`src/logic/axi_rd_arb_pkg.sv`:
```
`default_nettype none

package axi_rd_arb_pkg;

    // ------------------------------
    // Port count and selection
    // ------------------------------
    localparam int NUM_PORTS  = 4;

    // Upper ID bits carry the issuing port index
    localparam int PORT_SEL_W = 2;

    // ------------------------------
    // AXI field widths
    // ------------------------------
    localparam int ADDR_W  = 32;
    localparam int DATA_W  = 32;
    localparam int ID_W    = 4;
    localparam int LEN_W   = 8;
    localparam int BURST_W = 2;
    localparam int RESP_W  = 2;

    // One bit per upstream master
    typedef logic [NUM_PORTS-1:0] port_mask_t;

    typedef logic [ADDR_W-1:0] addr_t;
    typedef logic [DATA_W-1:0] data_t;
    typedef logic [ID_W-1:0]   id_t;
    typedef logic [LEN_W-1:0]  len_t;
    typedef logic [RESP_W-1:0] resp_t;

    // AXI4 burst encodings
    typedef enum logic [BURST_W-1:0]
    {
        FIXED = 2'b00,
        INCR  = 2'b01,
        WRAP  = 2'b10
    } burst_e;

    // AR path
    // open lets the arbiter pick again, hold freezes the grant
    typedef enum logic
    {
        AR_OPEN = 1'b0,
        AR_HOLD = 1'b1
    } ar_state_e;

endpackage

`default_nettype wire

```
`src/logic/ar_channel_mux.sv`:
```
`timescale 1ns/1ps
`default_nettype none

module ar_channel_mux
(
    input  wire                              clk_i,
    input  wire                              rst_i,

    // Upstream masters
    input  wire axi_rd_arb_pkg::port_mask_t  inport_arvalid_i,
    input  wire axi_rd_arb_pkg::addr_t
                [axi_rd_arb_pkg::NUM_PORTS-1:0] inport_araddr_i,
    input  wire axi_rd_arb_pkg::id_t
                [axi_rd_arb_pkg::NUM_PORTS-1:0] inport_arid_i,
    input  wire axi_rd_arb_pkg::len_t
                [axi_rd_arb_pkg::NUM_PORTS-1:0] inport_arlen_i,
    input  wire axi_rd_arb_pkg::burst_e
                [axi_rd_arb_pkg::NUM_PORTS-1:0] inport_arburst_i,
    output axi_rd_arb_pkg::port_mask_t       inport_arready_o,

    // Downstream port
    output logic                             outport_arvalid_o,
    output axi_rd_arb_pkg::addr_t            outport_araddr_o,
    output axi_rd_arb_pkg::id_t              outport_arid_o,
    output axi_rd_arb_pkg::len_t             outport_arlen_o,
    output axi_rd_arb_pkg::burst_e           outport_arburst_o,
    input  wire                              outport_arready_i
);

    import axi_rd_arb_pkg::*;

    ar_state_e  state_q;
    logic       hold_w;
    port_mask_t grant_w;

    // ------------------------------
    // Grant hold
    // ------------------------------
    // Stalled offer freezes the grant until the slave accepts
    always_ff @(posedge clk_i or posedge rst_i)
    begin
        if (rst_i)
        begin
            state_q <= AR_OPEN;
        end
        else if (outport_arvalid_o && !outport_arready_i)
        begin
            state_q <= AR_HOLD;
        end
        else if (outport_arready_i)
        begin
            state_q <= AR_OPEN;
        end
    end

    assign hold_w = (state_q == AR_HOLD);

    rr_arbiter u_arb
    (
        .clk_i     (clk_i),
        .rst_i     (rst_i),
        .hold_i    (hold_w),
        .request_i (inport_arvalid_i),
        .grant_o   (grant_w)
    );

    // ------------------------------
    // Field select
    // ------------------------------
    // Port 0 is shown when nothing is granted
    always_comb
    begin
        outport_arvalid_o = inport_arvalid_i[0];
        outport_araddr_o  = inport_araddr_i[0];
        outport_arid_o    = inport_arid_i[0];
        outport_arlen_o   = inport_arlen_i[0];
        outport_arburst_o = inport_arburst_i[0];

        for (int i = 1; i < NUM_PORTS; i++)
        begin
            if (grant_w[i])
            begin
                outport_arvalid_o = inport_arvalid_i[i];
                outport_araddr_o  = inport_araddr_i[i];
                outport_arid_o    = inport_arid_i[i];
                outport_arlen_o   = inport_arlen_i[i];
                outport_arburst_o = inport_arburst_i[i];
            end
        end
    end

    // Ready goes back to the granted master only
    assign inport_arready_o = grant_w & {NUM_PORTS{outport_arready_i}};

    // ------------------------------
    // Checks
    // ------------------------------
    // A stalled request may not be withdrawn by its master
    assert property (@(posedge clk_i) disable iff (rst_i)
                     hold_w |-> outport_arvalid_o)
        else $error("ar_channel_mux: arvalid dropped while held");

    // Held request keeps its address and ID
    assert property (@(posedge clk_i) disable iff (rst_i)
                     hold_w |-> ($stable(outport_araddr_o) && $stable(outport_arid_o)))
        else $error("ar_channel_mux: AR fields changed while held");

endmodule

`default_nettype wire

```
`src/logic/axi_rd_arb.sv`:
```
`timescale 1ns/1ps
`default_nettype none

module axi_rd_arb
(
    input  wire                              clk_i,
    input  wire                              rst_i,

    // ------------------------------
    // Upstream AR
    // ------------------------------
    input  wire axi_rd_arb_pkg::port_mask_t  inport_arvalid_i,
    input  wire axi_rd_arb_pkg::addr_t
                [axi_rd_arb_pkg::NUM_PORTS-1:0] inport_araddr_i,
    input  wire axi_rd_arb_pkg::id_t
                [axi_rd_arb_pkg::NUM_PORTS-1:0] inport_arid_i,
    input  wire axi_rd_arb_pkg::len_t
                [axi_rd_arb_pkg::NUM_PORTS-1:0] inport_arlen_i,
    input  wire axi_rd_arb_pkg::burst_e
                [axi_rd_arb_pkg::NUM_PORTS-1:0] inport_arburst_i,
    output axi_rd_arb_pkg::port_mask_t       inport_arready_o,

    // Upstream R
    output axi_rd_arb_pkg::port_mask_t       inport_rvalid_o,
    output axi_rd_arb_pkg::data_t
           [axi_rd_arb_pkg::NUM_PORTS-1:0]   inport_rdata_o,
    output axi_rd_arb_pkg::resp_t
           [axi_rd_arb_pkg::NUM_PORTS-1:0]   inport_rresp_o,
    output axi_rd_arb_pkg::id_t
           [axi_rd_arb_pkg::NUM_PORTS-1:0]   inport_rid_o,
    output logic [axi_rd_arb_pkg::NUM_PORTS-1:0] inport_rlast_o,
    input  wire axi_rd_arb_pkg::port_mask_t  inport_rready_i,

    // ------------------------------
    // Downstream AR and R
    // ------------------------------
    output logic                             outport_arvalid_o,
    output axi_rd_arb_pkg::addr_t            outport_araddr_o,
    output axi_rd_arb_pkg::id_t              outport_arid_o,
    output axi_rd_arb_pkg::len_t             outport_arlen_o,
    output axi_rd_arb_pkg::burst_e           outport_arburst_o,
    input  wire                              outport_arready_i,

    input  wire                              outport_rvalid_i,
    input  wire axi_rd_arb_pkg::data_t       outport_rdata_i,
    input  wire axi_rd_arb_pkg::resp_t       outport_rresp_i,
    input  wire axi_rd_arb_pkg::id_t         outport_rid_i,
    input  wire                              outport_rlast_i,
    output logic                             outport_rready_o
);

    // Request path with arbitration
    ar_channel_mux u_ar_mux
    (
        .clk_i             (clk_i),
        .rst_i             (rst_i),
        .inport_arvalid_i  (inport_arvalid_i),
        .inport_araddr_i   (inport_araddr_i),
        .inport_arid_i     (inport_arid_i),
        .inport_arlen_i    (inport_arlen_i),
        .inport_arburst_i  (inport_arburst_i),
        .inport_arready_o  (inport_arready_o),
        .outport_arvalid_o (outport_arvalid_o),
        .outport_araddr_o  (outport_araddr_o),
        .outport_arid_o    (outport_arid_o),
        .outport_arlen_o   (outport_arlen_o),
        .outport_arburst_o (outport_arburst_o),
        .outport_arready_i (outport_arready_i)
    );

    // Response path, routed by ID
    r_channel_router u_r_router
    (
        .outport_rvalid_i  (outport_rvalid_i),
        .outport_rdata_i   (outport_rdata_i),
        .outport_rresp_i   (outport_rresp_i),
        .outport_rid_i     (outport_rid_i),
        .outport_rlast_i   (outport_rlast_i),
        .outport_rready_o  (outport_rready_o),
        .inport_rvalid_o   (inport_rvalid_o),
        .inport_rdata_o    (inport_rdata_o),
        .inport_rresp_o    (inport_rresp_o),
        .inport_rid_o      (inport_rid_o),
        .inport_rlast_o    (inport_rlast_o),
        .inport_rready_i   (inport_rready_i)
    );

endmodule

`default_nettype wire

```
`src/logic/r_channel_router.sv`:
```
`timescale 1ns/1ps
`default_nettype none

module r_channel_router
(
    // Downstream port
    input  wire                               outport_rvalid_i,
    input  wire axi_rd_arb_pkg::data_t        outport_rdata_i,
    input  wire axi_rd_arb_pkg::resp_t        outport_rresp_i,
    input  wire axi_rd_arb_pkg::id_t          outport_rid_i,
    input  wire                               outport_rlast_i,
    output logic                              outport_rready_o,

    // Upstream masters
    output axi_rd_arb_pkg::port_mask_t        inport_rvalid_o,
    output axi_rd_arb_pkg::data_t
           [axi_rd_arb_pkg::NUM_PORTS-1:0]    inport_rdata_o,
    output axi_rd_arb_pkg::resp_t
           [axi_rd_arb_pkg::NUM_PORTS-1:0]    inport_rresp_o,
    output axi_rd_arb_pkg::id_t
           [axi_rd_arb_pkg::NUM_PORTS-1:0]    inport_rid_o,
    output logic [axi_rd_arb_pkg::NUM_PORTS-1:0] inport_rlast_o,
    input  wire axi_rd_arb_pkg::port_mask_t   inport_rready_i
);

    import axi_rd_arb_pkg::*;

    logic [PORT_SEL_W-1:0] port_sel_w;
    port_mask_t            target_w;

    // ------------------------------
    // Destination decode
    // ------------------------------
    // Top ID bits name the master that issued the read
    assign port_sel_w = outport_rid_i[ID_W-1 -: PORT_SEL_W];

    always_comb
    begin
        target_w             = '0;
        target_w[port_sel_w] = 1'b1;
    end

    // ------------------------------
    // Beat steering
    // ------------------------------
    assign inport_rvalid_o = target_w & {NUM_PORTS{outport_rvalid_i}};

    // Payload is broadcast, only valid is qualified
    assign inport_rdata_o = {NUM_PORTS{outport_rdata_i}};
    assign inport_rresp_o = {NUM_PORTS{outport_rresp_i}};
    assign inport_rid_o   = {NUM_PORTS{outport_rid_i}};
    assign inport_rlast_o = {NUM_PORTS{outport_rlast_i}};

    // Back-pressure comes from the addressed master alone
    assign outport_rready_o = |(inport_rready_i & target_w);

    // At most one master sees a beat
    always_comb
    begin
        assert ($onehot0(inport_rvalid_o))
            else $error("r_channel_router: rvalid routed to several ports");
    end

endmodule

`default_nettype wire

```
`src/logic/rr_arbiter.sv`:
```
`timescale 1ns/1ps
`default_nettype none

module rr_arbiter
(
    input  wire                        clk_i,
    input  wire                        rst_i,
    input  wire                        hold_i,
    input  wire axi_rd_arb_pkg::port_mask_t request_i,
    output axi_rd_arb_pkg::port_mask_t grant_o
);

    import axi_rd_arb_pkg::*;

    port_mask_t mask_q;
    port_mask_t grant_last_q;
    port_mask_t thermo_masked_w;
    port_mask_t thermo_all_w;
    port_mask_t thermo_w;
    port_mask_t grant_new_w;

    // Thermometer code, set from the lowest request upward
    function automatic port_mask_t ffs_thermo(input port_mask_t req);
        port_mask_t res;
        res[0] = req[0];
        for (int i = 1; i < NUM_PORTS; i++)
        begin
            res[i] = res[i-1] | req[i];
        end
        return res;
    endfunction

    // ------------------------------
    // Priority selection
    // ------------------------------
    assign thermo_masked_w = ffs_thermo(request_i & mask_q);
    assign thermo_all_w    = ffs_thermo(request_i);

    // Wrap to the lowest requester when nothing above the last winner asks
    assign thermo_w = (|thermo_masked_w) ? thermo_masked_w : thermo_all_w;

    // Edge of the thermometer code gives the one-hot pick
    assign grant_new_w = thermo_w ^ (thermo_w << 1);

    assign grant_o = hold_i ? grant_last_q : grant_new_w;

    // ------------------------------
    // Mask and last grant
    // ------------------------------
    always_ff @(posedge clk_i or posedge rst_i)
    begin
        if (rst_i)
        begin
            mask_q       <= '1;
            grant_last_q <= '0;
        end
        else
        begin
            // Only ports above this pick stay eligible first
            if (!hold_i)
            begin
                mask_q <= thermo_w << 1;
            end
            grant_last_q <= grant_o;
        end
    end

    // Never more than one master owns the downstream port
    assert property (@(posedge clk_i) disable iff (rst_i) $onehot0(grant_o))
        else $error("rr_arbiter: grant is not one-hot");

endmodule

`default_nettype wire

```
`config.mk`:
```
export PLATFORM = sky130hd
export DESIGN_NAME = axi_rd_arb
export DESIGN_NICKNAME = d
export VERILOG_FILES = /design/src/logic/axi_rd_arb_pkg.sv /design/src/logic/ar_channel_mux.sv /design/src/logic/axi_rd_arb.sv /design/src/logic/r_channel_router.sv /design/src/logic/rr_arbiter.sv
export SDC_FILE = /design/constraint.sdc
export NUM_CORES = 1
export LEC_CHECK = 0
export BUFFER_PORTS_ARGS = -buffer_cell sky130_fd_sc_hd__clkbuf_2
export CAP_MARGIN = 10
export CORE_AREA = 2 2 174 176
export CTS_CLUSTER_DIAMETER = 150
export DETAILED_ROUTE_END_ITERATION = 10
export DIE_AREA = 0 0 176 178
export MAX_ROUTING_LAYER = met4
export PLACE_DENSITY = 0.35
export SYNTH_ARGS = -nofsm -noshare
export SYNTH_HDL_FRONTEND = slang
export SYNTH_HIERARCHICAL = 1
export SYNTH_SLANG_ARGS = --single-unit
```
`constraint.sdc`:
```
create_clock -name clk_i -period 2.75 [get_ports clk_i]
set_input_delay 0.275 -clock clk_i [delete_from_list [all_inputs] [get_ports clk_i]]
set_output_delay 0.275 -clock clk_i [all_outputs]
set_load 0.02 [all_outputs]
```
Yosys cells after proc, flatten, opt, wreduce, memory -nomap -nowiden

Cells that the tools add are included.

Register bits after elaboration: 9
Latch bits: 0
RAM bits: 0
Memory bits (read-only): 0
Input bits: 235
Output and inout bits: 212
Word-level logic and storage cells: 43
Memories kept: 0

Add/sub/neg operators: 0
Multipliers: 0
Divide/modulo/power cells: 0
Magnitude comparators: 2
Eq/ne operators: 0
Shift-type cells: 0
Mux-type cells: 21
Bitwise operators: 11
Reduce and logical (&&, ||, !) cells: 6

Operator list:

| operator           | count |
|---|---|
| $mux 32            | 3 |
| $mux 8             | 3 |
| $mux 4             | 5 |
| $and 4x4->4        | 4 |
| $reduce_or 4->1    | 2 |
| $mux 1             | 6 |
| $mux 2             | 3 |
| $or 1x1->1         | 6 |
| $xor 4x4->4        | 1 |
| $lt 2x3->1 const B | 1 |
| $demux 1 s2        | 1 |
| $ge 2x1->1 const B | 1 |
| $logic_and 1x1->1  | 2 |
| $reduce_bool 2->1  | 1 |
| $logic_not 1->1    | 1 |

Logic depth before layout (Yosys ltp)

Depth in word-level cells: 13
Gate-level depth with buffers: 10
Mapped depth without buffers: 6

By module

Netlist, hierarchy kept.

Modules (own cells, without submodules):

| module           | times used | cells an instance | area each (µm²) | sequential area each (µm²) |
|---|---|---|---|---|
| ar_channel_mux   | 1          | 219               | 1615.3          | 25.0 |
| r_channel_router | 1          | 161               | 1228.7          | 0.0 |
| rr_arbiter       | 1          | 36                | 394.1           | 205.2 |

Worst setup path before layout

Ideal clock, no wire load.

Path kind: reg2out
Start point: reg u_ar_mux.u_arb.mask_q[2]
End point: out outport_araddr_o[12]
Data arrival time: 1.947 ns
Required time: 2.475 ns
Setup slack: 0.528 ns
Cell stages (with the launch flop): 10
Path buffers: 3
Cell sequence: dfstp_2 a222oi_1 o21ai_1 and3_1 buf_6 buf_8 buf_6 mux2i_1 o21ai_1 mux2_2

Longest elaborated chain between the ends: 10

RTL lines:

| what                      | RTL line             | RTL |
|---|---|---|
| start: declaration        | rr_arbiter.sv:15     | `port_mask_t mask_q;` |
| start signal: assignment  | rr_arbiter.sv:62     | `mask_q <= thermo_w << 1;` |
| $and 4x4->4 (*)           | rr_arbiter.sv:36     | `assign thermo_masked_w = ffs_thermo(request_i & mask_q);` |
| $or 1x1->1 (*)            | rr_arbiter.sv:28     | `res[i] = res[i-1] \| req[i];` |
| $or 1x1->1                | rr_arbiter.sv:28     |  |
| $reduce_or 4->1 (*)       | rr_arbiter.sv:40     | `assign thermo_w = (\|thermo_masked_w) ? thermo_masked_w : thermo_all_w;` |
| $mux 4 (*)                | rr_arbiter.sv:40     |  |
| $xor 4x4->4 (*)           | rr_arbiter.sv:43     | `assign grant_new_w = thermo_w ^ (thermo_w << 1);` |
| $mux 4 (*)                | rr_arbiter.sv:45     | `assign grant_o = hold_i ? grant_last_q : grant_new_w;` |
| via u_ar_mux.grant_w[1]   | ar_channel_mux.sv:34 | `port_mask_t grant_w;` |
| $mux 32 (*) (3 in series) | ar_channel_mux.sv:81 | `if (grant_w[i])` |
| end: declaration          | axi_rd_arb.sv:38     | `output axi_rd_arb_pkg::addr_t outport_araddr_o,` |

The timed path passes the listed nets; every way through them passes the cells marked *.

Worst setup path after layout

Start point: reg u_ar_mux.u_arb.mask_q[0]
End point: out outport_arid_o[3]

Elaborated cells between the ends (all ways): 11
Those cells by class: 5 x mux; 5 x bitwise; 1 x reduce/logical

RTL lines:

| what                     | RTL line             | RTL |
|---|---|---|
| $and 4x4->4 (*)          | rr_arbiter.sv:36     |  |
| $or 1x1->1 (3 in series) | rr_arbiter.sv:28     |  |
| $reduce_or 4->1          | rr_arbiter.sv:40     |  |
| $mux 4 (*)               | rr_arbiter.sv:40     |  |
| $xor 4x4->4 (*)          | rr_arbiter.sv:43     |  |
| $mux 4 (*)               | rr_arbiter.sv:45     |  |
| via u_ar_mux.grant_w[3]  | ar_channel_mux.sv:34 |  |
| $mux 4 (*)               | ar_channel_mux.sv:81 |  |
| end: declaration         | axi_rd_arb.sv:39     | `output axi_rd_arb_pkg::id_t outport_arid_o,` |

Marked as above.

==> flow_metrics.env <==
export IMPL_antenna_found_initial=0
export IMPL_vias=3021
export IMPL_path_depth=7
export IMPL_ff_latch_area_um2=230
export IMPL_cp_common_cell="buf_4"
export IMPL_io_buffers=261
export IMPL_first_iter_violations=71
export IMPL_die_h_um=178
export IMPL_area_delta_synth_final_pct=29.4
export IMPL_avgSynthCellArea_um2=7.78
export IMPL_synth_common_cells="buf_4 (158), nand2_1 (53), mux2_2 (47)"
export IMPL_wl_met2_um=6110
export IMPL_finalSetupViolCount=0
export IMPL_path_delay_family="buffers and inverters"
export IMPL_ys_async_sr_fraction=1.00
export IMPL_gr_usage_all_layers=0.0767
export IMPL_drv_cap=0
export IMPL_wl_met1_um=5060
export IMPL_powerDensity_nw_per_um2=1180
export IMPL_finalHoldViolations=0
export IMPL_layout_min_cycle_time_ns=2.64
export IMPL_leakagePower_nw=2.12
export IMPL_vdd_drop_max_uv=357
export IMPL_slowest_stage="dfstp_2"
export IMPL_ys_warn_count=6
export IMPL_dp_cells=903
export IMPL_hold_path_class="in -> reg"
export IMPL_totalPowerFinal_mw=4.96
export IMPL_yosysTopAreaCell="buf_4"
export IMPL_netlist_top_cells_area="buf_4 (37%), mux2_2 (16%), mux2i_1 (14%), nand2_1 (6.1%), o21ai_0 (4.6%)"
export IMPL_max_freq_mhz=379
export IMPL_clk_latency_ns=0.24
export IMPL_relSlewSlack=0.750
export IMPL_crit_buf_inv=4
export IMPL_fin_skew_ns=0.000438
export IMPL_grt_setup_unrepaired="no"
export IMPL_yosys_area_top_type_share=0.366
export IMPL_htreeDepth=1
export IMPL_gr_total_overflow=0
export IMPL_max_slew_worst_pin_slew_ns=0.374
export IMPL_cp_start_kind="register"
export IMPL_dp_hpwl_um=9480
export IMPL_yosysSeqAreaShare=0.0711
export IMPL_clk_path_buf_depth=2
export IMPL_root_buffer="clkbuf_16"
export IMPL_crit_chain="a221oi_4 -> buf_4 -> a32o_1 -> inv_2 -> buf_4 -> mux2_2 -> clkbuf_2"
export IMPL_postRouteAntennaNets=0
export IMPL_multi_input_comb_area_um2=1740
export IMPL_reg2reg_depth=7
export IMPL_routed_top_layer="met4"
export IMPL_whs_path_depth=2
export IMPL_synthMostInstantiatedCell="buf_4"
export IMPL_routabilityCongestion=0.744
export IMPL_clk_pin_slew_ns=0.04
export IMPL_drt_wl_total_um=12800
export IMPL_max_stage_delay_ns=0.56
export IMPL_cts_tree="yes"
export IMPL_drv_slew=0
export IMPL_fin_nets=768
export IMPL_setup_tns_final_ns=0
export IMPL_fp_coreArea_um2=29400
export IMPL_wl_per_cell_um=13.8
export IMPL_fin_crit_sh=0.960
export IMPL_grt_pass1_vias=2956
export IMPL_cts_buffers=3
export IMPL_outcome="finished clean"
export IMPL_worstPathMaxFanout=21
export IMPL_arrival_ns=2.37
export IMPL_cts_sinks=9
export IMPL_start_util=0.110
export IMPL_vias_per_cell=3.28
export IMPL_die_area_um2=31300
export IMPL_grt_max_degree=52
export IMPL_drtPass1Iterations=4
export IMPL_synth_seq_cells=9
export IMPL_drc=0
export IMPL_ys_types=34
export IMPL_hold_slack_ns=0.280
export IMPL_wl_met3_um=1130
export IMPL_critPathRequiredTime_ns=2.48
export IMPL_num_fill_cells=3371
export IMPL_syn_area_um2=3240
export IMPL_grt_pass1_wl_um=17700
export IMPL_netlist_instances=416
export IMPL_synth_edf_count=0
export IMPL_io_pins=447
export IMPL_dieWidth_um=176
export IMPL_final_cells=922
export IMPL_synth_flop_cell="dfrtp_1"
export IMPL_worstSetupEndpointType="output pin"
export IMPL_path_class="reg -> out"
export IMPL_drive_gt1_frac=0.664
export IMPL_num_rows=63
export IMPL_diodes=0
export IMPL_syn_nets=651
==> logic make-up (layout without fill, tap and decap cells) <==
| kind of cell | count (synthesis) | in the layout | share of synthesized area |
|---|---|---|---|
| DFF | 9 | 9 | 0.0711 |
| AOI/OAI and AO/OA | 63 | 63 | 0.115 |
| muxes | 94 | 94 | 0.313 |
| and+or+nand+nor | 67 | 70 | 0.0908 |
| buffers and inverters | 183 | 296 | 0.410 |
==> placed cells by master, fill, tap and decap left out, types with 2 or more instances in the layout <==
master,count
and3b_2,2
mux2i_1,46
nand2b_1,2
mux2_2,47
inv_1,4
o21ai_1,19
buf_12,10
dfstp_2,4
clkbuf_2,261
nand2_1,53
and2_1,5
a21oi_1,2
o21ai_0,30
and3_4,4
clkbuf_16,3
buf_4,14
dfrtp_1,5
==> flip-flops by register name, summed over array words and instances, names as in the netlist <==
signal,flops
u_ar_mux/u_arb/grant_last_q,4
u_ar_mux/u_arb/mask_q,4
u_ar_mux/hold_w,1
==> area by class of cell <==
class / count / share of cell area
Multi-Input combinational cell: 227 / 0.415
Timing Repair Buffer: 287 / 0.390
Tap cell: 390 / 0.116
Sequential cell: 9 / 0.0550
Clock buffer: 4 / 0.0188
Inverter: 5 / 0.00448
==> worst paths after layout <==
check | startpoint | endpoint | slack [ns]
worst max-delay path | u_ar_mux/u_arb/mask_q[0] | outport_arid_o[3] | 0.11
worst min-delay path | outport_arready_i | u_ar_mux/hold_w | 0.28
worst max register to register | u_ar_mux/u_arb/mask_q[2] | u_ar_mux/hold_w | 0.69
worst min register to register | u_ar_mux/u_arb/mask_q[1] | u_ar_mux/u_arb/mask_q[1] | 0.49
max in group asynchronous | rst_i | u_ar_mux/u_arb/mask_q[1] | 1.86
min in group asynchronous | rst_i | u_ar_mux/hold_w | 0.43
==> metal layers <==
metal / up-vias / global-route usage
li1: 1486 / -
met1: 1319 / 0.0893
met2: 164 / 0.127
met3: 52 / 0.0198
met4: 0 / 0.0293
met5: - / -
==> worst register-to-register path, delay by kind of cell, from the launching register on <==
family | cells | cell delay, ns
multiplexers | 1 | 0.33
AO/OA/AOI/OAI | 4 | 0.82
buffers and inverters | 1 | 0.13
flip-flops | 1 | 0.38
AND/OR/NAND/NOR | 1 | 0.28
==> power breakdown <==
part           leakage (nW)  switching, mW  total [mW]  internal [mW]
Clock                0.0382         0.0715       0.266          0.195
Sequential            0.105         0.0427       0.248          0.205
Combinational          1.98           2.43        4.45           2.02
Total                  2.12           2.54        4.96           2.42
==> metrics by stage <==
| stage | setup slack [ns] | area, um^2 | utilization |
|---|---|---|---|
| after floorplan | 0.528 | 3240 | - |
| after global placement | -0.104 | 3870 | 0.132 |
| after detailed placement | -0.112 | 3870 | 0.132 |
| after CTS | 0.0634 | 4170 | 0.142 |
| after global routing | 0.00190 | 4190 | 0.142 |
| final | 0.110 | 4190 | 0.142 |
==> repair_timing <==
action | 4_1_cts | 5_1_grt
endpoints found under the hold margin | 3 | 0
pin swaps | 4 | 1
hold buffers | 1 | 0
cloned | 3 | 0
setup endpoints to repair | 47 | 10
gates resized for setup | 4 | 2
buffers inserted | 10 | 1
Power figures use the tool's default switching activity.
